**src/mpram_defines.svh**
```systemverilog
`ifndef MPRAM_DEFINES_SVH
`define MPRAM_DEFINES_SVH

// Port counts
`define MPRAM_READ_PORTS  2
`define MPRAM_WRITE_PORTS 2

// Word shape
`define MPRAM_WIDTH 32
`define MPRAM_BYTES 4   // Byte lanes per word

// Array shape, depth is a whole number of banks
`define MPRAM_DEPTH     64
`define MPRAM_BANK_SIZE 16
`define MPRAM_BANKS     4

`endif

```
**src/mpram_mem_pkg.sv**
```systemverilog
`include "mpram_defines.svh"

package mpram_mem_pkg;

    // One stored word and its byte lanes
    typedef logic [`MPRAM_WIDTH-1:0] word_t;
    typedef logic [`MPRAM_WIDTH/`MPRAM_BYTES-1:0] byte_t;

    // Byte write enables of one write port
    typedef logic [`MPRAM_BYTES-1:0] byte_en_t;

    // Full word address, bank number in the upper bits
    typedef logic [$clog2(`MPRAM_DEPTH)-1:0] addr_t;

    // Word offset inside one bank
    typedef logic [$clog2(`MPRAM_BANK_SIZE)-1:0] bank_addr_t;

    // Bank number
    typedef logic [$clog2(`MPRAM_BANKS)-1:0] bank_sel_t;

endpackage

```
**src/mpram_bank.sv**
```systemverilog
`timescale 1ns/100ps
`include "mpram_defines.svh"

module mpram_bank (
    input  logic                                              clk,
    input  logic                                              clearing,
    input  mpram_mem_pkg::bank_addr_t [`MPRAM_WRITE_PORTS-1:0] waddr,
    input  mpram_mem_pkg::word_t      [`MPRAM_WRITE_PORTS-1:0] wdata,
    input  mpram_mem_pkg::byte_en_t   [`MPRAM_WRITE_PORTS-1:0] we,
    input  mpram_mem_pkg::bank_addr_t [`MPRAM_READ_PORTS-1:0]  raddr,
    input  logic                      [`MPRAM_READ_PORTS-1:0]  ren,
    output mpram_mem_pkg::word_t      [`MPRAM_READ_PORTS-1:0]  rdata
);

    // Byte-lane storage, lane 0 in the low bits of the word
    mpram_mem_pkg::byte_t [`MPRAM_BYTES-1:0] mem [`MPRAM_BANK_SIZE];

    // Later port overwrites earlier one on a shared byte
    always_ff @(posedge clk) begin
        for (int p = 0; p < `MPRAM_WRITE_PORTS; p++) begin
            for (int b = 0; b < `MPRAM_BYTES; b++) begin
                if (we[p][b]) begin
                    mem[waddr[p]][b] <=
                        wdata[p][b*$bits(mpram_mem_pkg::byte_t) +: $bits(mpram_mem_pkg::byte_t)];
                end
            end
        end
    end

    // Read-first, old contents seen on a same-cycle write
    always_ff @(posedge clk) begin
        for (int r = 0; r < `MPRAM_READ_PORTS; r++) begin
            if (clearing) begin
                rdata[r] <= '0;
            end else if (ren[r]) begin
                rdata[r] <= mem[raddr[r]];
            end
        end
    end

    // Routed enables must be clean once the sweep is over
    a_we_known : assert property (
        @(posedge clk) disable iff (clearing)
        !$isunknown(we)
    ) else $error("ERROR: we unknown, we=%h", we);

endmodule

```
**config.mk**
```make
export PLATFORM = sky130hd
export DESIGN_NAME = mpram_bank
export DESIGN_NICKNAME = d
export VERILOG_FILES = /design/src/mpram_mem_pkg.sv /design/src/mpram_bank.sv
export VERILOG_INCLUDE_DIRS = /design/src
export SDC_FILE = /design/constraint.sdc
export NUM_CORES = 1
export LEC_CHECK = 0
export ABC_AREA = 1
export BUFFER_PORTS_ARGS = -buffer_cell sky130_fd_sc_hd__buf_4
export CAP_MARGIN = 15
export CELL_PAD_IN_SITES_DETAIL_PLACEMENT = 0
export CELL_PAD_IN_SITES_GLOBAL_PLACEMENT = 2
export CORE_ASPECT_RATIO = 1.1
export CORE_MARGIN = 2
export CORE_UTILIZATION = 39
export CTS_CLUSTER_SIZE = 14
export DETAILED_ROUTE_END_ITERATION = 10
export GPL_TIMING_DRIVEN = 0
export PLACE_DENSITY_LB_ADDON = 0.1
export RECOVER_POWER = 100
export SYNTH_ARGS = -nofsm -noshare
export SYNTH_HDL_FRONTEND = slang
export SYNTH_SLANG_ARGS = --single-unit
export TNS_END_PERCENT = 20
```
**constraint.sdc**
```tcl
create_clock -name clk -period 5.1 [get_ports clk]
set_input_delay 1.275 -clock clk [delete_from_list [all_inputs] [get_ports clk]]
set_output_delay 1.275 -clock clk [all_outputs]
set_load 0.03 [all_outputs]
```
==> results of run 1 <==
worst max path at each step:
stage                     slack [ns]     endpoint      from  cells past startpoint
after floorplan                 2.26  mem[12][10]     we[5]                      5
after global placement          0.29   mem[2][11]  waddr[6]                      6
after detailed placement        0.53    mem[7][6]  waddr[7]                      7
after CTS                       1.24   mem[2][14]  waddr[6]                      7
after global routing            0.55    mem[6][3]  waddr[4]                      8
final                           0.34    mem[1][9]  waddr[6]                      6
cells by family (layout without fill, tap and decap cells):
family / count (synthesis) / after routing / synth area share
flip-flops: 576 / 576 / 0.494
AO/OA/AOI/OAI: 576 / 576 / 0.0855
buffers and inverters: 527 / 826 / 0.0611
AND/OR/NAND/NOR: 2921 / 2921 / 0.359
other: 0 / 7 / 0
worst reg2reg max path: stages (launching register included):
cell      delay, ns
edfxtp_1       0.49
nand2_1        0.11
nand3_1        0.13
nand3_1        0.13
nand2_1        0.14
nand2_1        0.08
nand3_1        0.19
nand2_1        0.12
inv_1          0.04
cells in the final DEF (no fill, tap or decap):
| master | netlist | final |
|---|---|---|
| clkbuf_16 | 0 | 73 |
| clkinvlp_4 | 0 | 4 |
| o21ai_1 | 44 | 8 |
| clkinv_2 | 0 | 12 |
| buf_1 | 91 | 90 |
| nor2_2 | 8 | 2 |
| nand3_2 | 10 | 1 |
| clkbuf_8 | 0 | 4 |
| buf_8 | 0 | 2 |
| inv_2 | 7 | 6 |
| o21ai_0 | 532 | 568 |
| clkbuf_1 | 250 | 386 |
| buf_16 | 0 | 1 |
| diode_2 | 0 | 7 |
| dfxtp_1 | 64 | 64 |
| clkbuf_2 | 3 | 3 |
| clkinv_1 | 0 | 10 |
| bufinv_16 | 0 | 7 |
| nor2_1 | 138 | 144 |
| inv_1 | 115 | 116 |
| nor2_4 | 1 | 1 |
| buf_2 | 60 | 61 |
| buf_6 | 0 | 2 |
| nand2_1 | 1914 | 1914 |
| nand3_1 | 850 | 859 |
| clkinv_4 | 0 | 2 |
| buf_4 | 1 | 47 |
| edfxtp_1 | 512 | 512 |
metal layers:
metal  up-vias  wire length (um)  track usage
met5         -                52            0
met4         8             12100        0.238
met3       476             18300       0.0832
met2      2146             75500        0.587
met1     17000             68100        0.497
li1      15800                 -            -
per-stage QoR:
| step | cells | worst slack [ns] | hold slack, ns | utilization | total power [uW] |
|---|---|---|---|---|---|
| 2_1_floorplan | 4600 | 2.26 | 0.667 | - | 6660 |
| 3_3_place_gp | 5862 | 0.295 | 0.545 | 0.419 | 7540 |
| 3_5_place_dp | 5900 | 0.530 | 0.541 | 0.422 | 7560 |
| 4_1_cts | 6027 | 1.24 | 0.556 | 0.449 | 12700 |
| 5_1_grt | 6050 | 0.548 | 0.586 | 0.445 | 13000 |
| 6_report | 6056 | 0.338 | 0.550 | 0.445 | 12700 |
layout make-up:
| class | count | area (um2) | share of cell area |
|---|---|---|---|
| inverter | 122 | 458 | 0.0120 |
| clock buffer | 92 | 1940 | 0.0506 |
| clock inverter | 35 | 355 | 0.00928 |
| multi-input combinational | 3497 | 14900 | 0.390 |
| antenna | 7 | 17.5 | 0.000458 |
| sequential | 576 | 16700 | 0.435 |
| buffer | 405 | 1600 | 0.0419 |
| timing repair buffer | 172 | 881 | 0.0230 |
| tap | 1150 | 1440 | 0.0376 |
registers in the layout (all words and copies together) (netlist names):
register / count
mem: 512
rdata: 64
power by group:
| part | total (uW) | internal, uW | switching [uW] |
|---|---|---|---|
| combinational | 2010 | 482 | 1530 |
| clock | 5230 | 3030 | 2200 |
| sequential | 5480 | 5370 | 117 |
| total | 12700 | 8880 | 3840 |
==> run metrics, run 1 <==
Syn Inst Count 4600; setup violators final 0; synth top area cells edfxtp_1 (46%), nand2_1 (21%), nand3_1 (13%); drt pass-1 iters 8; Post-DRT Antenna Nets 0; Warnings, synthesis 0; Yosys top cell area share 0.456; DPL Wire Length 127 mm; Clock Skew 0.0182 ns; initial antenna violation count 11; synthesis-stage register bit count 576; RR Endpoint rdata[31]; top-count cell post-synth nand2_1; die area 88800 um2; clock-pin slew on the worst setup and hold paths 0.05 ns; PortBufs 112; worst endpoint required time 5.35 ns; root buffer cell clkbuf_16; critical path's most frequent cell buf_4; TritonCTS sink count 576; Syn Area/Cell 7.33 um2; number of global-route vias before repair 32800; setup tns final 0 ns; GP Congestion 0.983; DRT iter0 DRCs 4759; Max VDD drop 0.208 mV; largest net degree at the start of global routing 14; RSZ-0062 raised after global routing no; Die Width 284 um; Synthesized Nets 4692; WHS Path Cells 4; gr ovfl total 0; post-synth cell types 17; CTS Buffer Depth 3; Initial Utilization 0.392; # rows 113; worst min path class register to register; CTS tree done; Slew Viols, Final 44; Num CTS Buffers 71; final wirelength 174 mm; first-pass GRT wire length 242 mm; Placement Cell Area 36300 um2; Max-cap violations 5; Yosys top cell by area edfxtp_1; PostCTS Resize Cnt 0; post-synthesis sequential area ratio 0.494; via count 35500; Hold Violations, Final 0; die height 312 um; crit-path max FO 11; drt drc 0; r2r startpoint mem[7][31]; nets@finish 4937; fill count 9192; leak pwr 0.0162 uW; pwr dens 332 nW/um2; Clock Latency Late Sink 0.64 ns; routed len/inst 28.7 um; flop2flop setup slack 3.57 ns; crit start category input pin; EDFF count, synth 512; failing checks capacitance limit, slew limit; CP endpoint kind register; GRT Util Overall 0.384; Final period util 0.934; I/O Pins 156; H-tree levels 3; Syn-to-layout area delta 13.6%; worst stage delay on the critical path 1.40 ns; Worst EP arrival 5.01 ns; R2R cell count 8; WS Path Type input pin to register; Slowest-stage cell, CP nor2_1; Max-slew headroom -0.251; Min Clock Period, post-route 4.76 ns; critical path's top delay family simple AND/OR/NAND/NOR gates; hold endpoint rdata[42]; worst-path cell chain buf_4, nor2_1, buf_4, nand3_1, clkbuf_1, o21ai_1; mapped cell area 33700 um2; FFs w/ async S/R, synth 0; status finished, violations left; Slew @ Worst Pin 1.87 ns; worst path bufs/invs 3; post-route cell area 38300 um2; layout cells sized above 1 0.0465; Peak Freq 210 MHz; Setup Fix Bufs, Post-CTS 0; hold_buf cts 0; core region area 86000 um2; via/cell ratio 5.86; Most used DFF post-synth edfxtp_1; Hold Crit Start rdata[42]; Commonest cells post-synth nand2_1 (1914), nand3_1 (850), o21ai_0 (532)
No activity file was read; power rests on OpenSTA's default activity.
==> run 2, diff against run 1 <==
--- a/config.mk
+++ b/config.mk
@@ -6,14 +6,13 @@
 export SDC_FILE = /design/constraint.sdc
 export NUM_CORES = 1
 export LEC_CHECK = 0
-export ABC_AREA = 1
 export BUFFER_PORTS_ARGS = -buffer_cell sky130_fd_sc_hd__buf_4
 export CAP_MARGIN = 15
 export CELL_PAD_IN_SITES_DETAIL_PLACEMENT = 0
 export CELL_PAD_IN_SITES_GLOBAL_PLACEMENT = 2
 export CORE_ASPECT_RATIO = 1.1
 export CORE_MARGIN = 2
-export CORE_UTILIZATION = 39
+export CORE_UTILIZATION = 47
 export CTS_CLUSTER_SIZE = 14
 export DETAILED_ROUTE_END_ITERATION = 10
 export GPL_TIMING_DRIVEN = 0
==> run 2 against run 1 <==
The run now ends clean. Register-to-register slack improved by 0.27 ns. Synthesized cell count decreased by 41%. Combinational power decreased by 23%. Count of clock-buffer cells in the layout increased by 4. Routed wire length decreased by 28%. Maximum frequency increased by 17%. Critical path depth decreased by 1. Critical endpoint is now mem[4][3]. Largest cell class unchanged.
==> run metrics, run 2 <==
Setup Fix Bufs, Post-CTS 0 (unchanged); number of global-route vias before repair 25400 (-23%); Clock Skew 0.0164 ns (-0.00183 ns); leak pwr 0.0140 uW (-13%); first-pass GRT wire length 174 mm (-28%); drt pass-1 iters 5 (-3); via count 24900 (-30%); mux cell area share after synthesis 0.333 (+0.333); GRT Util Overall 0.340 (-0.0442); Place WS 0.792 ns (+0.262 ns); placed cell count 3778 (-36%); Commonest cells post-synth edfxtp_1 (512), mux2i_1 (512), mux2_2 (501); WS Path Type input pin to register; core region area 69000 um2 (-20%); Syn Inst Count 2702 (-41%); routed len/inst 32.0 um (+11%); post-synthesis sequential area ratio 0.509 (+0.0153); drt drc 0 (unchanged); worst endpoint required time 5.34 ns (about the same); compound-gate portion of the synthesized area 0.0490 (-0.0365); root buffer cell clkbuf_16; Initial Utilization 0.474 (+0.0818); Synth Area in Simple Gates 0.0826 (-0.277); Non-Filler Instances 3903 (-36%); Max-slew headroom 0.155 (+0.406); Post-DRT Antenna Nets 0 (unchanged); most frequent cells in the layout mux2i_1 (512), edfxtp_1 (512), mux2_2 (499), nand2_1 (388), clkbuf_1 (249); layout cells sized above 1 0.243 (+0.197); post-synthesis xor/xnor area fraction 0 (unchanged); CTS Buffer Depth 3 (unchanged); final worst slack 1.01 ns (+0.675 ns); Overall Power 11800 uW (-7.5%); Peak Freq 245 MHz (+17%); Most used DFF post-synth edfxtp_1; Slew @ Worst Pin 1.26 ns (-0.612 ns); DRT iter0 DRCs 2601 (-45%); CP endpoint kind register; hold_buf cts 0 (unchanged); I/O Pins 156 (unchanged); Min Clock Period, post-route 4.09 ns (-0.675 ns); synth top area cells edfxtp_1 (47%), mux2_2 (17%), mux2i_1 (16%); post-synth cell types 21 (+4); pwr dens 319 nW/um2 (-3.9%); clock-pin slew on the worst setup and hold paths 0.06 ns (about the same); PortBufs 145 (+29%); WHS Path Cells 2 (-2); setup tns final 0 ns (unchanged); nets@finish 3012 (-39%); # rows 101 (-11%); Final period util 0.801 (-0.132); gr ovfl total 0 (unchanged); H-tree levels 3 (unchanged); Die Width 256 um (-10%); via/cell ratio 6.39 (+9.0%); EDFF count, synth 512 (unchanged); Syn-to-layout area delta 12.6%; worst min path class register to register; Post-Synth Adder-Cell Area 0 (unchanged); DPL Wire Length 86.1 mm (-32%); Warnings, synthesis 0 (unchanged); synthesis-stage register bit count 576 (unchanged); Synthesized Nets 2794 (-40%); setup violators final 0 (unchanged); RSZ-0062 raised after global routing no; post-layout util 0.534 (+0.0885); die area 71700 um2 (-19%); status finished clean; TritonCTS sink count 576 (unchanged); GP Congestion 0.917 (-6.8%); CTS tree done; initial antenna violation count 17 (+6); crit-path max FO 9 (-2); Hold Violations, Final 0 (unchanged); Largest register FFs 512 (unchanged); Num CTS Buffers 67 (-5.6%); PostCTS Resize Cnt 0 (unchanged); mapped cell area 32700 um2 (-3.0%); die height 281 um (-10%); crit start category input pin; Max-cap violations 0 (-5); largest family of logic cells by synthesized area multiplexers; final wirelength 125 mm (-28%); Slew Viols, Final 0 (-100%); Syn Area/Cell 12.1 um2 (+65%); R2R cell count 4 (-4); Clock Latency Late Sink 0.61 ns (-0.03 ns); largest net degree at the start of global routing 15 (+1); Yosys top cell area share 0.470 (+0.0141); Worst EP arrival 4.32 ns (-0.69 ns); Yosys top cell by area edfxtp_1; FFs w/ async S/R, synth 0 (unchanged); Max VDD drop 0.254 mV (+22%)
[run 2: changes by cell type after synthesis, sizes merged, moves of 122 or more]
cell,previous run,this run
nand2,1914,388
nand3,860,192
o21ai,576,0
mux2,0,512
mux2i,0,512
a21oi,0,128
a22oi,0,128
nor2,147,22
inv,122,0
[run 2: stage by stage]
stage | area, um2 | hold slack [ns]
after floorplan | 32700 | 0.581
after global placement | 35000 | 0.445
after detailed placement | 35000 | 0.446
after CTS | 37100 | 0.461
after global routing | 36800 | 0.477
final | 36800 | 0.449
[run 2: worst paths after layout]
kind	from	to	slack [ns]
min	rdata[12]	rdata[12]	0.45
min reg2reg	rdata[12]	rdata[12]	0.45
max reg2reg	mem[4][29]	rdata[61]	3.84
max	waddr[6]	mem[4][3]	1.01
[run 2: routing by layer]
metal,vias up,GRT usage,part of all wire
met4,24,0.168,0.050
met1,12400,0.409,0.38
met2,1452,0.567,0.47
li1,10600,-,-
met5,-,0,0.0013
met3,402,0.0881,0.10
[run 2: cell families (layout without fill, tap and decap cells)]
kind of cell,after synthesis,in the layout
compound gates,256,256
other cells,0,4
buf+inv,212,482
mux,1024,1024
simple gates,634,634
flops,576,576
[run 2: report_power, final]
part | total (uW) | leakage (uW) | switching, uW | internal [uW]
sequential | 5480 | 0.00518 | 108 | 5370
combinational | 1550 | 0.00782 | 1010 | 544
clock | 4740 | 0.00104 | 1990 | 2740
[run 2: critical path, cell delays in order]
cell	delay (ns)
clkbuf_1	0.23
nand2b_1	0.16
nor3_1	0.98
nand2_1	0.87
nand2_1	0.80
[run 2: cell type report]
cell class	count	area (um2)
Multi-Input combinational cell	1914	15200
Buffer	212	856
Fill cell	6202	32200
Tap cell	927	1160
Clock inverter	25	188
Clock buffer	96	1930
Antenna cell	4	10.0
Timing Repair Buffer	149	857
Sequential cell	576	16700
