==> config.mk <==
export PLATFORM = sky130hd
export DESIGN_NAME = mpram_write_route
export DESIGN_NICKNAME = d
export VERILOG_FILES = /design/src/mpram_mem_pkg.sv /design/src/mpram_write_route.sv
export VERILOG_INCLUDE_DIRS = /design/src
export SDC_FILE = /design/constraint.sdc
export NUM_CORES = 1
export LEC_CHECK = 0
export BUFFER_PORTS_ARGS = -buffer_cell sky130_fd_sc_hd__buf_2
export CORE_AREA = 2 2 74 76
export DETAILED_ROUTE_END_ITERATION = 10
export DIE_AREA = 0 0 76 78
export MAX_ROUTING_LAYER = met4
export SLEW_MARGIN = 25
export SYNTH_ARGS = -nofsm -noshare
export SYNTH_HDL_FRONTEND = slang
export SYNTH_SLANG_ARGS = --single-unit
==> constraint.sdc <==
create_clock -name vclk -period 0.8
set_input_delay 0 -clock vclk [all_inputs]
set_output_delay 0 -clock vclk [all_outputs]
set_load 0.005 [all_outputs]
==> src/mpram_defines.svh <==
`ifndef MPRAM_DEFINES_SVH
`define MPRAM_DEFINES_SVH

// Port counts
`define MPRAM_READ_PORTS  2
`define MPRAM_WRITE_PORTS 2

// Word shape
`define MPRAM_WIDTH 32
`define MPRAM_BYTES 4   // Byte lanes per word

// Array shape, depth is a whole number of banks
`define MPRAM_DEPTH     64
`define MPRAM_BANK_SIZE 16
`define MPRAM_BANKS     4

`endif

==> src/mpram_mem_pkg.sv <==
`include "mpram_defines.svh"

package mpram_mem_pkg;

    // One stored word and its byte lanes
    typedef logic [`MPRAM_WIDTH-1:0] word_t;
    typedef logic [`MPRAM_WIDTH/`MPRAM_BYTES-1:0] byte_t;

    // Byte write enables of one write port
    typedef logic [`MPRAM_BYTES-1:0] byte_en_t;

    // Full word address, bank number in the upper bits
    typedef logic [$clog2(`MPRAM_DEPTH)-1:0] addr_t;

    // Word offset inside one bank
    typedef logic [$clog2(`MPRAM_BANK_SIZE)-1:0] bank_addr_t;

    // Bank number
    typedef logic [$clog2(`MPRAM_BANKS)-1:0] bank_sel_t;

endpackage

==> src/mpram_write_route.sv <==
`timescale 1ns/100ps
`include "mpram_defines.svh"

module mpram_write_route (
    input  mpram_mem_pkg::addr_t                               [`MPRAM_WRITE_PORTS-1:0] waddr,
    input  mpram_mem_pkg::byte_en_t                            [`MPRAM_WRITE_PORTS-1:0] we,
    input  mpram_mem_pkg::word_t                               [`MPRAM_WRITE_PORTS-1:0] wdata,
    input  logic                                               clearing,
    input  mpram_mem_pkg::bank_addr_t                          clear_addr,
    output mpram_mem_pkg::bank_addr_t                          [`MPRAM_WRITE_PORTS-1:0] bank_waddr,
    output mpram_mem_pkg::word_t                               [`MPRAM_WRITE_PORTS-1:0] bank_wdata,
    output mpram_mem_pkg::byte_en_t [`MPRAM_BANKS-1:0]         [`MPRAM_WRITE_PORTS-1:0] bank_we
);

    mpram_mem_pkg::bank_sel_t  [`MPRAM_WRITE_PORTS-1:0] wsel;
    mpram_mem_pkg::bank_addr_t [`MPRAM_WRITE_PORTS-1:0] woff;
    logic [`MPRAM_WRITE_PORTS-1:0][`MPRAM_BANKS-1:0]    bank_hit;

    for (genvar p = 0; p < `MPRAM_WRITE_PORTS; p++) begin : g_port
        assign {wsel[p], woff[p]} = waddr[p];
        assign bank_hit[p] = {{(`MPRAM_BANKS-1){1'b0}}, 1'b1} << wsel[p];   // One-hot bank

        if (p == 0) begin : g_clear
            // Port 0 carries the clear sweep
            assign bank_waddr[p] = clearing ? clear_addr : woff[p];
            assign bank_wdata[p] = clearing ? '0 : wdata[p];
        end else begin : g_user
            assign bank_waddr[p] = woff[p];
            assign bank_wdata[p] = wdata[p];
        end
    end

    for (genvar b = 0; b < `MPRAM_BANKS; b++) begin : g_bank
        for (genvar p = 0; p < `MPRAM_WRITE_PORTS; p++) begin : g_we
            if (p == 0) begin : g_clear
                assign bank_we[b][p] = clearing ? '1
                                     : (we[p] & {`MPRAM_BYTES{bank_hit[p][b]}});
            end else begin : g_user
                assign bank_we[b][p] = we[p] & {`MPRAM_BYTES{bank_hit[p][b]}};
            end
        end
    end

endmodule

==> reports/qor.csv, run 1 <==
stage;metric;value;unit
logic_synthesis;syn_area;848;um^2
timing;setup_viol;0;
logic_synthesis;synth_top_area_share;31.9;%
timing;fmax;1.37;GHz
global_routing;grt_usage;9.17;%
logic_synthesis;synth_common_cells;36 x buf_4, 32 x nor2b_1, 12 x and2_1, 9 x a21o_1;
critical_path;cp-startpoint;clearing;
logic_synthesis;netlist-cell-type-count;15;
floorplan;rows;26;
run_status;status;completed;
logic_synthesis;synth_top_family_by_area;simple AND/OR/NAND/NOR gates;
global_routing;grt_pass1_vias;948;
placement;pre_cts_ws;52.5;ps
critical_path;critPathCapture;bank_wdata[15];
critical_path;cp.arrival;730;ps
finish;area_growth;48.5;%
logic_synthesis;synth_cells;116;
route;drcViolationCount;0;
timing;finalMaxSlewViolations;0;
logic_synthesis;avgSynthCellArea;7.31;um^2
worst_hold_path;hold_class;input port to output port;
global_routing;grt_first_pass_wirelength;4440;um
route;antenna_left;0;
critical_path;cp-start-kind;input port;
logic_synthesis;synthMuxAreaShare;6.19;%
route;first_pass_iters;2;
logic_synthesis;synth_fa_ha_area_share;0;%
route;vias_per_cell;3.94;
timing;worst_pin_slew;282;ps
route;wirelength;3090;um
timing;slew_headroom;81.2;%
logic_synthesis;synth_sequential_area_ratio;0;%
finish;final.clkbuf_count;0;
placement;routabilityCongestion;0.774;
finish;final_util;25.0;%
pwr;p_leak;0.805;nW
logic_synthesis;post-synth-top-count-cell;buf_4;
timing;worst_slack;72.2;ps
finish;fin_nets;289;
clock_network;hold_buffers;0;
pwr;peakVddDrop;0.146;mV
global_routing;grt_max_degree;19;
route;drtIter0Drc;23;
pwr;clock_power_share;0;%
logic_synthesis;synth_largest_area_cell;buf_4;
critical_path;crit_chain;buf_2 > buf_12 > buf_4 > nor2b_1 > buf_2;
critical_path;required;800;ps
critical_path;cp-end-kind;output port;
finish;n_antenna_cell;0;
timing;hold_slack;0.00191;ps
logic_synthesis;synth_area_leaders;buf_4 32%, nor2b_1 24%, and2_1 8.8%, a21o_1 8.0%, a31o_2 4.1%;
floorplan;die_y;78;um
route;dr_total_vias;1056;
pwr;p_int;0.345;mW
pwr;power.switching;0.248;mW
placement;place_hpwl;2730;um
finish;drive_gt1_share;69.2;%
logic_synthesis;synth_simple_gate_area_share;41.3;%
critical_path;path_common_cell;buf_2;
critical_path;slowest_stage;buf_4;
clock_network;cts_setup_buffers;0;
critical_path;cp_max_fo;18;
pwr;swShare;41.8;%
logic_synthesis;synth_xor_area_share;0;%
floorplan;io_pins;193;
logic_synthesis;yosysWarnings;0;
timing;min_period;728;ps
timing;rsz0062_at_grt;false;
critical_path;criticalPathCategory;input port to output port;
floorplan;floorplan.initialDensity;16.8;%
pwr;p_seq_share;0;%
finish;multi_input_area;532;um^2
finish;regArea;0;um^2
floorplan;coreArea;5040;um^2
pwr;p_per_area;471;nW/um^2
logic_synthesis;synth_compound_area_share;15.2;%
placement;io_buffers;121;
finish;seq_cells;0;
timing;period_share;91.0;%
route;avgRoutedWirePerCell;11.5;um
run;cap_violations;0;
logic_synthesis;synth_fp_nets;205;
critical_path;crit_path_max_incr_delay;190;ps
timing;hold_viol_final;0;
floorplan;dieArea;5930;um^2
finish;n_fill_cell;559;
timing;fin_setup_tns;0;ps
pwr;power_frac_comb;100.0;%
global_routing;antenna_found_initial;0;
floorplan;die_w;76;um
global_routing;grt_overflow;0;
clock_network;cts_resized;0;
## area by class of cell
type / count / share of cell area (%)
Timing Repair Buffer: 124 / 50.8
Multi-Input combinational cell: 74 / 42.2
Tap cell: 70 / 6.95
## critical path, delay by kind of cell
kind | cells | cell delay [ps]
AND/OR/NAND/NOR | 1 | 130
buffers and inverters | 4 | 600
## layout by cell type (no fill, tap or decap)
cell	count
mux2_4	2
nor2_1	2
nor2b_1	32
and2b_1	2
nor2b_4	2
a21o_2	3
buf_2	121
and3_1	4
buf_12	1
and2_1	12
mux2_2	2
a21o_1	9
buf_4	2
a31o_2	4
## stage by stage
step / total power [mW] / cell area (um^2) / instances
2_1_floorplan: 0.402 / 848 / 116
5_1_grt: 0.652 / 1260 / 268
3_3_place_gp: 0.594 / 1260 / 268
3_5_place_dp: 0.601 / 1260 / 268
4_1_cts: 0.603 / 1260 / 268
6_report: 0.593 / 1260 / 268
## metal layers
metal / wire [um] / track usage (%) / part of all wire (%)
met2: 1540 / 17.6 / 50
met4: 116 / 3.64 / 3.8
met5: 0 / - / 0
met1: 1080 / 9.17 / 35
met3: 359 / 1.74 / 12
## worst min path at each step
| stage | start | endpoint | slack, ps | cells after the start |
|---|---|---|---|---|
| after floorplan | waddr[6] | bank_waddr[4] | 80 | 1 |
| after global placement | wdata[34] | bank_wdata[34] | 0.03 | 0 |
| after detailed placement | wdata[34] | bank_wdata[34] | 0.03 | 0 |
| after CTS | wdata[34] | bank_wdata[34] | 0.03 | 0 |
| after global routing | wdata[42] | bank_wdata[42] | 0.007 | 0 |
| final | wdata[56] | bank_wdata[56] | 0.002 | 0 |
## power groups by stage
stage / registers, mW / logic [mW] / clock network [mW]
after floorplan: 0 / 0.402 / 0
after global placement: 0 / 0.594 / 0
after detailed placement: 0 / 0.601 / 0
after CTS: 0 / 0.603 / 0
after global routing: 0 / 0.652 / 0
final: 0 / 0.593 / 0
## cell families after synthesis
group | Yosys count
AO/OA/AOI/OAI | 16
AND/OR/NAND/NOR | 54
buffers and inverters | 42
multiplexers | 4
(Power assumes the default switching activity.)
==> run 2: changes to the inputs <==
--- a/config.mk
+++ b/config.mk
@@ -7,10 +7,13 @@
 export NUM_CORES = 1
 export LEC_CHECK = 0
 export BUFFER_PORTS_ARGS = -buffer_cell sky130_fd_sc_hd__buf_2
-export CORE_AREA = 2 2 74 76
+export CELL_PAD_IN_SITES_DETAIL_PLACEMENT = 2
+export CELL_PAD_IN_SITES_GLOBAL_PLACEMENT = 2
+export CORE_AREA = 2 2 96 98
 export DETAILED_ROUTE_END_ITERATION = 10
-export DIE_AREA = 0 0 76 78
+export DIE_AREA = 0 0 98 100
 export MAX_ROUTING_LAYER = met4
+export PLACE_DENSITY_LB_ADDON = 0.1
 export SLEW_MARGIN = 25
 export SYNTH_ARGS = -nofsm -noshare
 export SYNTH_HDL_FRONTEND = slang
==> constraint.sdc (replaced) <==
create_clock -name vclk -period 0.8
set_input_delay 0.12 -clock vclk [all_inputs]
set_output_delay 0.12 -clock vclk [all_outputs]
set_load 0.005 [all_outputs]
==> run 2 against run 1 <==
  * The flow now finishes with violations (negative setup slack)
  * First-iteration DRC count down 91%
  * Setup slack lost 100 ps
  * Flip-flop and latch count unchanged
  * Fmax shrank 12%
  * Count of clock-buffer cells in the layout stayed put
  * Non-clock buffer count grew 6
  * Core utilization down 5.9 points
  * Critical path type unchanged
  * Highest routed layer unchanged
==> reports/qor.csv, run 2 (synthesized netlist as in run 1, its figures left out) <==
stage;metric;value;unit
run;cap_violations;0;
floorplan;coreArea;8890;um^2
pwr;p_int;0.521;mW
global_routing;grt_pass1_vias;1068;
finish;final.clkbuf_count;0;
pwr;total_power;0.834;mW
route;vias_per_cell;3.57;
floorplan;floorplan.initialDensity;9.54;%
clock_network;hold_buffers;0;
timing;hold_slack;240;ps
critical_path;criticalPathCategory;input port to output port;
finish;regArea;0;um^2
critical_path;cp_max_fo;4;
global_routing;grt_usage;7.60;%
finish;n_antenna_cell;0;
pwr;power.switching;0.313;mW
pwr;swShare;37.5;%
timing;fin_setup_tns;-196;ps
critical_path;cp-end-kind;output port;
timing;rsz0062_at_grt;true;
finish;layout_common_cells;104 x buf_2, 26 x nor2b_1, 16 x buf_6, 9 x a21o_1;
critical_path;cp.arrival;710;ps
worst_hold_path;hold_class;input port to output port;
floorplan;die_w;98;um
timing;setup_viol;9;
timing;fmax;1.21;GHz
floorplan;rows;35;
timing;period_share;104;%
timing;hold_viol_final;0;
pwr;p_per_area;493;nW/um^2
global_routing;antenna_found_initial;0;
finish;area_growth;99.7;%
route;avgRoutedWirePerCell;13.6;um
pwr;peakVddDrop;0.106;mV
route;wl_met1;1740;um
finish;fin_cells;315;
placement;place_inst;312;
route;wl_met3;451;um
route;drcViolationCount;0;
floorplan;dieArea;9800;um^2
finish;design_area;1690;um^2
timing;min_period;828;ps
finish;fin_nets;295;
floorplan;io_pins;193;
run_status;violations;negative setup slack;
pwr;clock_power_share;0;%
critical_path;required;680;ps
finish;n_fill_cell;1069;
global_routing;grt_overflow;0;
critical_path;cp-start-kind;input port;
timing;worst_slack;-28.2;ps
route;met2_wirelength;2040;um
placement;routabilityCongestion;0.653;
timing;slew_headroom;89.1;%
pwr;p_leak;0.968;nW
route;dr_total_vias;1125;
placement;pre_cts_ws;-147;ps
timing;finalMaxSlewViolations;0;
finish;drive_gt1_share;76.5;%
clock_network;cts_setup_buffers;0;
finish;multi_input_area;649;um^2
placement;place_area;1330;um^2
route;first_pass_iters;3;
placement;place_hpwl;3500;um
pwr;power_frac_comb;100.0;%
run_status;status;finished, violations left;
route;wirelength;4270;um
finish;final_util;19.1;%
route;highest_layer;met4;
pwr;p_seq_share;0;%
floorplan;die_y;100;um
global_routing;grt_max_degree;21;
finish;layout_commonest_cell;buf_2;
placement;io_buffers;121;
timing;worst_pin_slew;162;ps
route;antenna_left;0;
finish;seq_cells;0;
route;drtIter0Drc;2;
global_routing;grt_first_pass_wirelength;6050;um
==> run 2: repair_timing <==
item,CTS,global route
setup endpoints to repair,62,34
resized for setup,32,28
gates cloned,3,1
pin swaps,4,7
==> run 2: metal layers <==
layer  global-route usage, %  vias to the layer above
li1                        -                      516
met1                    9.63                      519
met2                    12.5                       80
met3                    2.02                       10
met4                   0.962                        0
met5                       -                        -
==> run 2: worst max-delay path, cell delays in order <==
cell and delay, ps:
buf_8 110, buf_6 110, nor2b_4 140, a21o_1 130, buf_2 110
==> run 2: path summary, 6_finish.rpt <==
path / from / endpoint / slack, ps / cells after the start
worst max-delay path: waddr[4] / bank_we[19] / -30 / 5
worst min-delay path: wdata[49] / bank_wdata[49] / 240 / 0
==> run 2: layout make-up <==
class	instances	share of cell area [%]
multi-input combinational	74	38.3
timing repair buffer	130	53.5
tap	111	8.20
==> run 2: power groups by stage <==
stage	clock, mW	sequential, mW	combinational [mW]
final	0	0	0.834
after global routing	0	0	0.906
after CTS	0	0	0.770
after detailed placement	0	0	0.632
after global placement	0	0	0.640
after floorplan	0	0	0.402
==> run 3: changes to the inputs <==
==> constraint.sdc (replaced) <==
create_clock -name vclk -period 1
set_input_delay 0.15 -clock vclk [all_inputs]
set_output_delay 0.15 -clock vclk [all_outputs]
set_load 0.005 [all_outputs]
==> run 3 against run 2 <==
  * Setup slack improved by 56 ps
  * Flip-flop and latch count unchanged
  * Combinational power is 41% lower
  * Worst hold slack gained 60 ps
  * Count of clock-buffer cells in the layout is the same
  * The run now ends clean
  * Routed wire length shrank 6.6%
  * Largest power group unchanged
==> reports/qor.csv, run 3 (synthesized netlist as in run 1, its figures left out) <==
stage;metric;value;unit
critical_path;cp-startpoint;clearing;
placement;routabilityCongestion;0.657;
global_routing;grt_use_met1;8.83;%
timing;hold_viol_final;0;
floorplan;rows;35;
critical_path;required;850;ps
critical_path;cp.arrival;820;ps
global_routing;antenna_found_initial;0;
run_status;status;completed;
worst_hold_path;hold_class;input port to output port;
route;wirelength;3990;um
clock_network;hold_buffers;0;
timing;setup_viol;0;
floorplan;floorplan.initialDensity;9.54;%
timing;worst_pin_slew;168;ps
finish;n_antenna_cell;0;
pwr;peakVddDrop;0.0734;mV
pwr;p_leak;0.820;nW
route;drtIter0Drc;6;
global_routing;grt_usage;7.20;%
route;dr_total_vias;1093;
global_routing;grtUsageMet2;12.3;%
finish;layout_common_cells;119 x buf_2, 30 x nor2b_1, 12 x and2_1, 9 x a21o_1, 5 x buf_4;
global_routing;grt_first_pass_wirelength;5810;um
timing;worst_slack;28.3;ps
finish;fin_nets;291;
placement;io_buffers;121;
worst_hold_path;min_from;wdata[49];
timing;finalMaxSlewViolations;0;
finish;design_area;1340;um^2
pwr;p_per_area;370;nW/um^2
route;antenna_left;0;
route;drcViolationCount;0;
global_routing;grt_pass1_vias;1039;
global_routing;gr-usage-met3;1.88;%
global_routing;busiest_layer;met2;
timing;hold_slack;300;ps
timing;fin_setup_tns;0;ps
placement;place_area;1330;um^2
worst_hold_path;holdPathEnd;bank_wdata[49];
floorplan;coreArea;8890;um^2
finish;layout_commonest_cell;buf_2;
timing;fmax;1.03;GHz
global_routing;grt_max_degree;27;
route;vias_per_cell;3.51;
finish;seq_cells;0;
finish;final.clkbuf_count;0;
finish;regArea;0;um^2
placement;pre_cts_ws;-10.6;ps
critical_path;criticalPathCategory;input port to output port;
timing;min_period;972;ps
floorplan;die_w;98;um
floorplan;dieArea;9800;um^2
worst_hold_path;hold_depth;0;
timing;slew_headroom;88.8;%
finish;drive_gt1_share;70.5;%
finish;area_growth;58.0;%
critical_path;cp-start-kind;input port;
critical_path;cp-end-kind;output port;
floorplan;io_pins;193;
run;cap_violations;0;
timing;rsz0062_at_grt;false;
route;avgRoutedWirePerCell;12.8;um
timing;period_share;97.2;%
critical_path;cp_max_fo;26;
floorplan;die_y;100;um
placement;place_hpwl;3520;um
route;first_pass_iters;2;
global_routing;grt_overflow;0;
## run 3: metrics by stage
step | instances | total power, mW | util (%)
4_1_cts | 311 | 0.509 | 15.0
5_1_grt | 311 | 0.552 | 15.1
3_3_place_gp | 311 | 0.508 | 14.9
6_report | 311 | 0.496 | 15.1
2_1_floorplan | 116 | 0.321 | -
3_5_place_dp | 311 | 0.503 | 14.9
## run 3: per-layer routing
metal,vias up,wire length (um),part of all wire (%)
met3,10,438,11
met5,-,0,0
met4,0,40,1.0
met2,80,1930,48
met1,499,1580,40
li1,504,-,-
## run 3: area by class of cell
cell class / instances / area, um^2
tap: 111 / 139
multi-input combinational: 74 / 537
timing repair buffer: 126 / 664
fill: 1103 / 7550
## run 3: worst max-delay path by stage
| stage | endpoint | slack, ps |
|---|---|---|
| 2_1_floorplan | bank_waddr[1] | 180 |
| 3_3_place_gp | bank_wdata[11] | -20 |
| 3_5_place_dp | bank_wdata[22] | -10 |
| 4_1_cts | bank_we[14] | 10 |
| 5_1_grt | bank_we[24] | 1 |
| 6_report | bank_we[24] | 30 |
## run 3: repair_timing
action                                  CTS  global route
setup buffers                             0             0
resized for setup                         2             3
endpoints found under the setup margin   24             9
## run 3: worst max-delay path: stages
cell and delay, ps:
buf_4 150, buf_12 160, a31o_2 220, buf_2 120
## run 3: power breakdown
| part | internal, mW | switching, mW | total (mW) |
|---|---|---|---|
| logic | 0.286 | 0.210 | 0.496 |
| clock network | 0 | 0 | 0 |
| registers | 0 | 0 | 0 |
