==> src/mpram_defines.svh <==
`ifndef MPRAM_DEFINES_SVH
`define MPRAM_DEFINES_SVH

// Port counts
`define MPRAM_READ_PORTS  2
`define MPRAM_WRITE_PORTS 2

// Word shape
`define MPRAM_WIDTH 32
`define MPRAM_BYTES 4   // Byte lanes per word

// Array shape, depth is a whole number of banks
`define MPRAM_DEPTH     64
`define MPRAM_BANK_SIZE 16
`define MPRAM_BANKS     4

`endif

==> src/mpram_mem_pkg.sv <==
`include "mpram_defines.svh"

package mpram_mem_pkg;

    // One stored word and its byte lanes
    typedef logic [`MPRAM_WIDTH-1:0] word_t;
    typedef logic [`MPRAM_WIDTH/`MPRAM_BYTES-1:0] byte_t;

    // Byte write enables of one write port
    typedef logic [`MPRAM_BYTES-1:0] byte_en_t;

    // Full word address, bank number in the upper bits
    typedef logic [$clog2(`MPRAM_DEPTH)-1:0] addr_t;

    // Word offset inside one bank
    typedef logic [$clog2(`MPRAM_BANK_SIZE)-1:0] bank_addr_t;

    // Bank number
    typedef logic [$clog2(`MPRAM_BANKS)-1:0] bank_sel_t;

endpackage

==> src/mpram_ctrl_pkg.sv <==
`include "mpram_defines.svh"

package mpram_ctrl_pkg;

    typedef enum logic [0:0] {
        CLEARING = 1'b0,   // Sweeping zeros into the banks
        READY    = 1'b1
    } clear_state_e;

    // One bit wider than the bank offset so it can reach the bank size
    typedef logic [$clog2(`MPRAM_BANK_SIZE):0] clear_count_t;

endpackage

==> src/mpram_clear_ctrl.sv <==
`timescale 1ns/100ps
`include "mpram_defines.svh"

module mpram_clear_ctrl (
    input  logic                      clk,
    input  logic                      rst,
    output logic                      clearing,
    output mpram_mem_pkg::bank_addr_t clear_addr,
    output logic                      ready
);

    mpram_ctrl_pkg::clear_state_e state;
    mpram_ctrl_pkg::clear_count_t count;

    always_ff @(posedge clk or posedge rst) begin
        if (rst) begin
            state <= mpram_ctrl_pkg::CLEARING;
            count <= '0;
        end else begin
            case (state)
                mpram_ctrl_pkg::CLEARING: begin
                    count <= count + 1'b1;
                    // Last offset written the cycle before
                    if (count == mpram_ctrl_pkg::clear_count_t'(`MPRAM_BANK_SIZE)) begin
                        state <= mpram_ctrl_pkg::READY;
                    end
                end
                default: begin
                    state <= mpram_ctrl_pkg::READY;   // Held until next reset
                end
            endcase
        end
    end

    assign clearing   = (state == mpram_ctrl_pkg::CLEARING);
    assign ready      = (state == mpram_ctrl_pkg::READY);
    assign clear_addr = count[$bits(mpram_mem_pkg::bank_addr_t)-1:0];

    // Ready only after the full sweep, never together with clearing
    a_ready_clear_excl : assert property (
        @(posedge clk) disable iff (rst)
        ready |-> !clearing && count == mpram_ctrl_pkg::clear_count_t'(`MPRAM_BANK_SIZE + 1)
    ) else $error("ERROR: ready=%0b clearing=%0b count=%0d", ready, clearing, count);

endmodule

==> config.mk <==
export PLATFORM = sky130hd
export DESIGN_NAME = mpram_clear_ctrl
export DESIGN_NICKNAME = d
export VERILOG_FILES = /design/src/mpram_mem_pkg.sv /design/src/mpram_ctrl_pkg.sv /design/src/mpram_clear_ctrl.sv
export VERILOG_INCLUDE_DIRS = /design/src
export SDC_FILE = /design/constraint.sdc
export NUM_CORES = 1
export LEC_CHECK = 0
export ABC_CLOCK_PERIOD_IN_PS = 2800
export BUFFER_PORTS_ARGS = -buffer_cell sky130_fd_sc_hd__buf_4
export CORE_AREA = 2 2 39 41
export CTS_CLUSTER_SIZE = 12
export DETAILED_ROUTE_END_ITERATION = 10
export DIE_AREA = 0 0 41 43
export SYNTH_ARGS = -nofsm -noshare
export SYNTH_HDL_FRONTEND = slang
export SYNTH_SLANG_ARGS = --single-unit
==> constraint.sdc <==
create_clock -name clk -period 2.8 [get_ports clk]
set_input_delay 0.28 -clock clk [delete_from_list [all_inputs] [get_ports clk]]
set_output_delay 0.28 -clock clk [all_outputs]
set_load 0.01 [all_outputs]
==> parameters.txt, run 1 <==
Parameter                              Value

STA
  Setup repair after global routing missed its margin    false
  Share of the cycle needed by the critical path after routing    0.432
  Clock period minus final worst setup slack    1210 ps
  Hold violation total from the final report    0
  Tightest Pin Transition    255 ps
  Setup Skew    1.29 ps
  Total Negative Setup Slacks    0 ps
  Max Slew Vio Count    0
  Number of setup violations in the final report    0
  Normalized max-slew margin    0.830
  Highest attainable clock frequency    827 MHz
  Smallest setup slack after layout    1590 ps

Power and ir drop
  Sequential Power Share    0.513
  Fraction of power spent switching nets    0.191
  Relative contribution of the clock network to total power    0.464
  P_sw    0.0000324 W
  Power, Total    0.000170 W
  Standby leakage power    0.181 nW
  Worst IR drop on VDD    0.000127 V
  Gate power share    0.024
  Ratio of total power to cell area    451 nW/um^2
  Power Internal    0.000137 W

Logic synthesis
  Sequential-to-total area share from yosys stat    0.498
  EDFF count, synth    0
  Most used standard cells in the synthesized netlist    dfrtp_1 (6), buf_4 (4), inv_1 (4), xnor2_1 (4)
  Flip-flop and latch count after synthesis    6
  Top cell type's share of synthesized area    0.498
  Distinct cell type count of the synthesized netlist    10
  Ys flop type    dfrtp_1
  Dominant cell type by area after synthesis    dfrtp_1
  Top post-synthesis cells by area    dfrtp_1 (50%), xnor2_1 (12%), buf_4 (10%)
  Instance count of the mapped netlist    26
  Share of synthesized flip-flops with an asynchronous set or reset    1.00
  Nets in the synthesized netlist    30
  Synthesized area per cell    11.6 sq um
  Netlist area before placement    302 sq um
  Number of synthesis warnings    0
  Leading cell type by number of instances after synthesis    dfrtp_1

Global route
  Met1 routing resource usage after global routing    0.0879
  Most Used Layer, Global Route    met2
  Met3 GRT Util    0.0785
  Via count of the first global-routing pass    197
  Met2 Track Usage GR    0.0906
  Initial antenna violation count    0
  Overall fraction of global-route tracks in use    0.0837
  Global-route wire length before repair    848 um
  Aggregate global routing overflow    0
  Pin count of the biggest net entering global routing    8

Setup path
  Minimum setup slack among reg-to-reg paths    1680 ps
  Required time of the critical path    2520 ps
  Crit path DAT    930 ps
  Worst Path Class, Setup    flip-flop to primary output
  Startpoint of the most critical register-to-register path    count[0]
  Critical Path Start Type    flip-flop
  Worst R2R Path Depth    3
  CP endpoint kind    primary output
  Critical path fanouts, max    7
  Crit Reg-Reg Endpoint    count[1]

Clock network
  Number of buffers inserted during clock tree synthesis    3
  CTS Root Cell    clkbuf_4
  Clock transition at path regs    40 ps
  Clock tree from TritonCTS    built
  Number of H-tree levels    1
  Number of buffers on the longest clock path    2
  Clock Latency Late Sink    240 ps
  Buffers inserted by post-CTS timing repair    0
  Clock sink count    6

Place
  Placed Instance Area    344 sq um
  GP Congestion    0.680
  Estimated wirelength of the detail-placed design    362 um
  Number of buffers added on ports    7
  Worst setup slack after placement    1680 ps

Floorplan
  Number of I/O pins    8
  Starting density of the core    0.218
  Width of the chip    41 um
  Chip Height    43 um
  Core box area    1380 sq um
  Area of the die    1760 sq um
  Row count    14

Hold path
  Path category of the worst min-delay check    flip-flop to flip-flop
  Launch point of the worst hold path    count[4]
  Hold Crit Endpoint    count[4]
  Hold depth    1

Layout
  Layout overhead on the synthesized area    24.9%
  Final-stage net count    39
  Fraction of layout instances using a drive strength above 1    0.333
  Layout Utilization    0.272
  Antenna Cells    0
  Cell area after layout    377 sq um
  Filler cell count in the final layout    157

Route
  Vias after detailed routing    194
  Number of nets still failing antenna checks after routing    0
  Ratio of routed vias to standard cells    3.96
  Total length of routed wires    494 um
  Routed wirelength normalized by instance count    10.1 um
  Remaining design rule violation count    0
  First drt pass iteration count    2
  Starting DRC count in detailed routing    1

Status
  Result of the run    complete, no violations

Run
  Count of max-cap constraint violations    0
routing by layer:
layer	up-vias	wire length (um)	share of wire
met2	9	191	0.39
met1	88	222	0.45
met3	4	61	0.12
met5	-	0	0
li1	93	-	-
met4	0	19	0.038
kinds of logic after synthesis:
group / after synthesis / share of synthesized area
buffers and inverters: 8 / 0.149
DFF: 6 / 0.498
xor gates and xnor gates: 4 / 0.116
and+or+nand+nor: 4 / 0.0913
adders and majority gates: 2 / 0.0830
AOI/OAI and AO/OA: 1 / 0.0249
muxes: 1 / 0.0373
through the flow:
step	hold WS (ps)	std cells
global route	513	49
global placement	218	45
detailed placement	225	45
CTS	476	49
finish	473	49
floorplan	71.0	26
worst max-delay path: stages (launching register included):
cell     delay [ps]
dfrtp_1         450
inv_1            90
buf_4           150
worst max-delay path by stage:
stage | endpoint | start | slack [ps]
after floorplan | count[1] | count[0] | 1720
after global placement | count[1] | count[0] | 1690
after detailed placement | count[1] | count[0] | 1680
after CTS | clearing | ready | 1570
after global routing | clearing | ready | 1520
final | clearing | ready | 1590
final cells by class:
type	count	area [sq um]	area share
Sequential cell	6	150	0.399
Multi-Input combinational cell	12	106	0.282
Timing Repair Buffer	8	62.6	0.166
Clock buffer	3	22.5	0.0598
Tap cell	16	20.0	0.0532
Inverter	4	15.0	0.0399
cells in the final DEF (no fill, tap or decap), drive strengths merged:
master	synthesis	layout
ha	2	2
dlygate4sd3	0	1
dfrtp	6	6
buf	4	7
nand2b	1	1
nand4b	2	2
xnor2	4	4
nand2	1	1
o31ai	1	1
clkbuf	0	3
inv	4	4
mux2	1	1
power groups by stage:
stage | Combinational [W] | Sequential [W] | Clock [W]
floorplan | 0.00000138 | 0.0000883 | 0
CTS | 0.00000415 | 0.0000870 | 0.0000832
detailed placement | 0.00000304 | 0.0000883 | 0
finish | 0.00000399 | 0.0000870 | 0.0000787
global placement | 0.00000293 | 0.0000883 | 0
global route | 0.00000474 | 0.0000868 | 0.0000908
flip-flops by register name (all words and copies together) (netlist names):
signal	cells
count	5
ready	1
what timing repair did:
action | 4_1_cts | 5_1_grt
endpoints found under the hold margin | 6 | 0
endpoints found under the setup margin | 0 | 0
resized for setup | 0 | 0
hold buffers | 1 | 0
Power figures use the tool's default switching activity.
==> inputs of run 2 (changes only) <==
--- a/config.mk
+++ b/config.mk
@@ -6,7 +6,7 @@
 export SDC_FILE = /design/constraint.sdc
 export NUM_CORES = 1
 export LEC_CHECK = 0
-export ABC_CLOCK_PERIOD_IN_PS = 2800
+export ABC_CLOCK_PERIOD_IN_PS = 1000
 export BUFFER_PORTS_ARGS = -buffer_cell sky130_fd_sc_hd__buf_4
 export CORE_AREA = 2 2 39 41
 export CTS_CLUSTER_SIZE = 12
==> constraint.sdc (replaced) <==
create_clock -name clk -period 1 [get_ports clk]
set_input_delay 0.1 -clock clk [delete_from_list [all_inputs] [get_ports clk]]
set_output_delay 0.1 -clock clk [all_outputs]
set_load 0.01 [all_outputs]
==> run 2 against run 1 <==
The run now ends with setup timing left. Worst setup slack got worse by 1700 ps. Register-to-register slack worse by 1700 ps. Global-route usage up 0.49 points. Worst hold slack worse by 130 ps. Final area up 14%. Flip-flop and latch count is the same. Wire length rose by 11%. Utilization grew 3.8 points.
==> parameters.txt, run 2 (same netlist as run 1, synthesis figures left out) <==
Parameter                              Value

Status
  Result of the run    finished, violations left
  Failing checks    setup timing

Floorplan
  Number of I/O pins    8 (unchanged)
  Width of the chip    41 um (unchanged)
  Row count    14 (unchanged)
  Area of the die    1760 sq um (unchanged)
  Core box area    1380 sq um (unchanged)
  Starting density of the core    0.218 (unchanged)
  Chip Height    43 um (unchanged)

Global route
  Overall fraction of global-route tracks in use    0.0885 (+0.00486)
  Via count of the first global-routing pass    244 (+24%)
  Pin count of the biggest net entering global routing    8 (unchanged)
  Aggregate global routing overflow    0 (unchanged)
  Global-route wire length before repair    986 um (+16%)
  Initial antenna violation count    0 (unchanged)

STA
  Final hold slack    339 ps (-134 ps)
  Number of setup violations in the final report    2 (+2)
  Setup Skew    5.33 ps (+4.04 ps)
  Hold violation total from the final report    0 (unchanged)
  Clock period minus final worst setup slack    1060 ps
  Share of the cycle needed by the critical path after routing    1.06
  Highest attainable clock frequency    943 MHz
  Normalized max-slew margin    0.832 (+0.00230)
  Smallest setup slack after layout    -59.9 ps (-1650 ps)
  Max Slew Vio Count    0 (unchanged)
  Setup repair after global routing missed its margin    true
  Tightest Pin Transition    251 ps (-3.44 ps)

Clock network
  Number of H-tree levels    1 (unchanged)
  Clock sink count    6 (unchanged)
  CTS Root Cell    clkbuf_4
  Number of buffers inserted during clock tree synthesis    3 (unchanged)
  Clock tree from TritonCTS    built
  Clock Latency Late Sink    240 ps (about the same)
  Clock transition at path regs    50 ps (about the same)
  Number of buffers on the longest clock path    2 (unchanged)

Route
  Total length of routed wires    548 um (+11%)
  Remaining design rule violation count    0 (unchanged)
  First drt pass iteration count    4 (+2)
  Starting DRC count in detailed routing    4 (+3)
  Ratio of routed vias to standard cells    3.94 (-0.43%)
  Routed wirelength normalized by instance count    10.5 um (+4.5%)
  Vias after detailed routing    205 (+5.7%)
  Number of nets still failing antenna checks after routing    0 (unchanged)

Power and ir drop
  Ratio of total power to cell area    1100 nW/um^2 (+150%)
  Standby leakage power    0.196 nW (+8.0%)
  Worst IR drop on VDD    0.000403 V (+220%)

Setup path
  Crit path DAT    1190 ps (+260 ps)
  Cell family with the largest share of critical-path delay    flip-flops
  Critical Path, Cell by Cell    inv_1 > ha_1 > mux2_2
  Required time of the critical path    1130 ps (-1390 ps)
  CP endpoint kind    flip-flop
  Worst Path Class, Setup    flip-flop to flip-flop
  Slowest cell on the critical path    dfrtp_1
  Worst Path Buf+Inv    1 (-1)
  Critical Path Start Type    flip-flop
  Critical path fanouts, max    3 (-4)
  Slowest cell delay on critical path    370 ps (-80 ps)

Layout
  Cell area after layout    429 sq um (+14%)
  Most frequent standard cell in the layout excluding fill and tap cells    buf_4
  Top reg by flops    count
  Number of flip-flops in the largest register    5 (unchanged)
  Top library cells by usage in the layout, fill and taps aside    buf_4 (7), dfrtp_1 (5), xnor2_1 (4)
  Antenna Cells    0 (unchanged)
  Final-stage net count    42 (+7.7%)
  Layout Utilization    0.310 (+0.0380)
  Layout overhead on the synthesized area    42.3%
  Fraction of layout instances using a drive strength above 1    0.500 (+0.167)

Place
  Estimated wirelength of the detail-placed design    412 um (+14%)
  Placed Instance Area    367 sq um (+6.5%)
  Number of buffers added on ports    7 (unchanged)
  GP Congestion    0.683 (+0.50%)

Hold path
  Path category of the worst min-delay check    input port to async pin

Run
  Count of max-cap constraint violations    0 (unchanged)
run 2: repair_timing:
| action | CTS | global route |
|---|---|---|
| gates resized for setup | 6 | 2 |
| pin swaps | 1 | 2 |
| hold buffers | 1 | 0 |
| endpoints found under the setup margin | 5 | 6 |
| hold endpoints to repair | 6 | 0 |
| setup buffers | 0 | 0 |
| cloned | 0 | 0 |
run 2: layer usage:
metal | routed length, um | global-route usage
met2 | 271 | 0.125
met4 | 0 | 0.0800
met3 | 41 | 0.0314
met1 | 236 | 0.0971
met5 | 0 | 0
run 2: worst paths after layout:
path	from	to	slack (ps)	cells after the start
min in group clk	count[4]	count[4]	480	1
worst max register to register	count[0]	count[1]	-60	3
worst min register to register	count[4]	count[4]	480	1
worst max-delay path	count[0]	count[1]	-60	3
worst min-delay path	rst	count[4]	340	3
max in group asynchronous	rst	ready	430	3
run 2: worst min-delay path, delay by kind of cell:
kind                   cells  cell delay [ps]
buffers and inverters      3              850
run 2: cell type report:
| cell class | instances | area (sq um) |
|---|---|---|
| timing repair buffer | 11 | 96.3 |
| fill | 149 | 955 |
| multi-input combinational | 12 | 124 |
| clock buffer | 3 | 22.5 |
| inverter | 4 | 15.0 |
| tap | 16 | 20.0 |
| sequential | 6 | 151 |
run 2: stage by stage:
stage          power [W]  setup slack [ps]  cells  setup TNS (ps)
6_report        0.000474             -59.9     52           -74.7
5_1_grt         0.000506              -104     52            -231
4_1_cts         0.000492             -50.0     52           -78.4
3_5_place_dp    0.000256             -45.0     48           -60.4
3_3_place_gp    0.000255             -24.3     48           -25.8
2_1_floorplan   0.000251             -62.0     26           -62.0
run 2: power by group:
group	leakage [nW]	switching, W	total, W	internal, W
combinational	0.114	0.00000587	0.0000111	0.00000525
sequential	0.0679	0	0.000244	0.000244
clock	0.0138	0.0000839	0.000219	0.000136
total	0.196	0.0000898	0.000474	0.000384
==> inputs of run 3 (changes only) <==
--- a/config.mk
+++ b/config.mk
@@ -12,6 +12,7 @@
 export CTS_CLUSTER_SIZE = 12
 export DETAILED_ROUTE_END_ITERATION = 10
 export DIE_AREA = 0 0 41 43
+export PLACE_DENSITY = 0.4
 export SYNTH_ARGS = -nofsm -noshare
 export SYNTH_HDL_FRONTEND = slang
 export SYNTH_SLANG_ARGS = --single-unit
==> run 3 against run 2 <==
Sequential power hardly changed. The flow still finishes with violations (setup timing). Largest power group unchanged. Clock-buffer cell count stayed put. Global-route usage is 0.39 points lower. First-iteration DRC count is 25% lower. Largest cell class unchanged. Wire length is 2.4% lower. Critical endpoint is now count[4].
==> parameters.txt, run 3 (same netlist as run 1, synthesis figures left out) <==
Parameter                              Value

Route
  Remaining design rule violation count    0 (unchanged)
  Vias after detailed routing    209 (+2.0%)
  Routed wirelength normalized by instance count    10.3 um (-2.4%)
  Starting DRC count in detailed routing    3 (-1)
  Ratio of routed vias to standard cells    4.02 (+2.0%)
  First drt pass iteration count    3 (-1)
  Total length of routed wires    535 um (-2.4%)
  Number of nets still failing antenna checks after routing    0 (unchanged)

Layout
  Cell area after layout    427 sq um (-0.58%)
  Fraction of layout instances using a drive strength above 1    0.556 (+0.0556)
  Final-stage net count    42 (unchanged)
  Number of flip-flops in the largest register    5 (unchanged)
  Top library cells by usage in the layout, fill and taps aside    buf_4 (7), dfrtp_1 (5), xnor2_1 (4)
  Layout overhead on the synthesized area    41.5%
  Most frequent standard cell in the layout excluding fill and tap cells    buf_4
  Top reg by flops    count
  Antenna Cells    0 (unchanged)

Clock network
  Clock Latency Late Sink    240 ps (about the same)
  Clock tree from TritonCTS    built
  CTS Root Cell    clkbuf_4
  Number of buffers on the longest clock path    2 (unchanged)
  Clock sink count    6 (unchanged)
  Number of buffers inserted during clock tree synthesis    3 (unchanged)
  Number of H-tree levels    1 (unchanged)
  Clock transition at path regs    50 ps (about the same)

STA
  Max Slew Vio Count    0 (unchanged)
  Tightest Pin Transition    239 ps (-12.8 ps)
  Final hold slack    340 ps (+1.14 ps)
  Highest attainable clock frequency    944 MHz (about the same)
  Hold violation total from the final report    0 (unchanged)
  Normalized max-slew margin    0.841 (+0.00856)
  Setup repair after global routing missed its margin    true
  Smallest setup slack after layout    -59.1 ps (+0.764 ps)
  Share of the cycle needed by the critical path after routing    1.06 (about the same)
  Clock period minus final worst setup slack    1060 ps (-0.764 ps)
  Number of setup violations in the final report    3 (+1)
  Setup Skew    1.69 ps (-3.65 ps)

Global route
  Initial antenna violation count    0 (unchanged)
  Via count of the first global-routing pass    214 (-12%)
  Global-route wire length before repair    876 um (-11%)
  Overall fraction of global-route tracks in use    0.0847 (-0.00385)
  Pin count of the biggest net entering global routing    8 (unchanged)
  Aggregate global routing overflow    0 (unchanged)

Setup path
  Slowest cell delay on critical path    380 ps (about the same)
  Endpoint of the worst setup timing path    count[4]
  Worst Path Class, Setup    flip-flop to flip-flop
  Minimum setup slack among reg-to-reg paths    -60 ps (about the same)
  Crit path DAT    1180 ps (about the same)
  Critical Path, Cell by Cell    buf_4 > ha_2 > nand4b_1 > xnor2_1
  Crit Reg-Reg Endpoint    count[4]
  Critical Path Start Type    flip-flop
  First element of the critical path    count[0]
  Slowest cell on the critical path    dfrtp_1
  Critical path fanouts, max    3 (unchanged)
  Required time of the critical path    1120 ps (about the same)
  Worst R2R Path Depth    4 (+1)
  CP endpoint kind    flip-flop
  Startpoint of the most critical register-to-register path    count[0]

Power and ir drop
  Worst IR drop on VDD    0.000435 V (+8.1%)
  Ratio of total power to cell area    1120 nW/um^2 (+1.2%)
  Standby leakage power    0.192 nW (-2.0%)

Floorplan
  Chip Height    43 um (unchanged)
  Number of I/O pins    8 (unchanged)
  Width of the chip    41 um (unchanged)
  Row count    14 (unchanged)
  Area of the die    1760 sq um (unchanged)
  Starting density of the core    0.218 (unchanged)
  Core box area    1380 sq um (unchanged)

Status
  Result of the run    finished, violations left
  Failing checks    setup timing

Place
  Worst setup slack after placement    -59.9 ps (-15.0 ps)
  Placed Instance Area    359 sq um (-2.0%)
  Estimated wirelength of the detail-placed design    389 um (-5.7%)
  Number of buffers added on ports    7 (unchanged)
  GP Congestion    0.617 (-9.7%)

Run
  Count of max-cap constraint violations    0 (unchanged)

Hold path
  Path category of the worst min-delay check    input port to async pin
run 3: cell counts in the layout (fill, tap and decap cells not counted):
No cell type changed its count.
run 3: through the flow:
step | power (W) | util | std cells | setup TNS, ps
2_1_floorplan | 0.000251 | - | 26 | -62.0
3_3_place_gp | 0.000255 | 0.259 | 47 | -38.4
3_5_place_dp | 0.000256 | 0.259 | 47 | -76.8
4_1_cts | 0.000491 | 0.286 | 51 | -172
5_1_grt | 0.000513 | 0.308 | 52 | -332
6_report | 0.000477 | 0.308 | 52 | -127
run 3: worst min-delay path by stage:
stage / end / slack, ps / cells after the start
2_1_floorplan: count[0] / -110 / 1
3_3_place_gp: count[4] / 40 / 2
3_5_place_dp: count[4] / 40 / 2
4_1_cts: ready / 340 / 3
5_1_grt: count[4] / 360 / 3
6_report: count[2] / 340 / 3
run 3: power breakdown:
part / switching (W) / internal [W] / leakage (nW)
Sequential: 0 / 0.000244 / 0.0679
Clock: 0.0000866 / 0.000136 / 0.0138
Combinational: 0.00000574 / 0.00000526 / 0.110
Total: 0.0000923 / 0.000385 / 0.192
run 3: worst max-delay path, delay by kind of cell, from the launching register on:
kind | cells | cell delay, ps
buf+inv | 1 | 130
fa+ha+maj | 1 | 170
flops | 1 | 380
xor+xnor | 1 | 140
simple gates | 1 | 120
run 3: final cells by class:
| class | count | area, sq um |
|---|---|---|
| flip-flops and latches | 6 | 151 |
| inverters | 4 | 15.0 |
| fillers | 152 | 957 |
| multi-input cells | 12 | 121 |
| clock buffers | 3 | 22.5 |
| well taps | 16 | 20.0 |
| repair buffers | 11 | 96.3 |
run 3: what timing repair did:
item | in CTS | in global routing
setup buffers | 0 | 1
hold buffers | 1 | 0
pin swaps | 0 | 1
hold endpoints to repair | 6 | 0
endpoints found under the setup margin | 5 | 7
resized for setup | 1 | 9
run 3: routing by layer:
metal  vias to the layer above  wire length, um  global-route usage
li1                         99                -                   -
met1                        98              222              0.0847
met2                         8              246               0.106
met3                         4               43              0.0471
met4                         0               23               0.100
met5                         -                0                   0
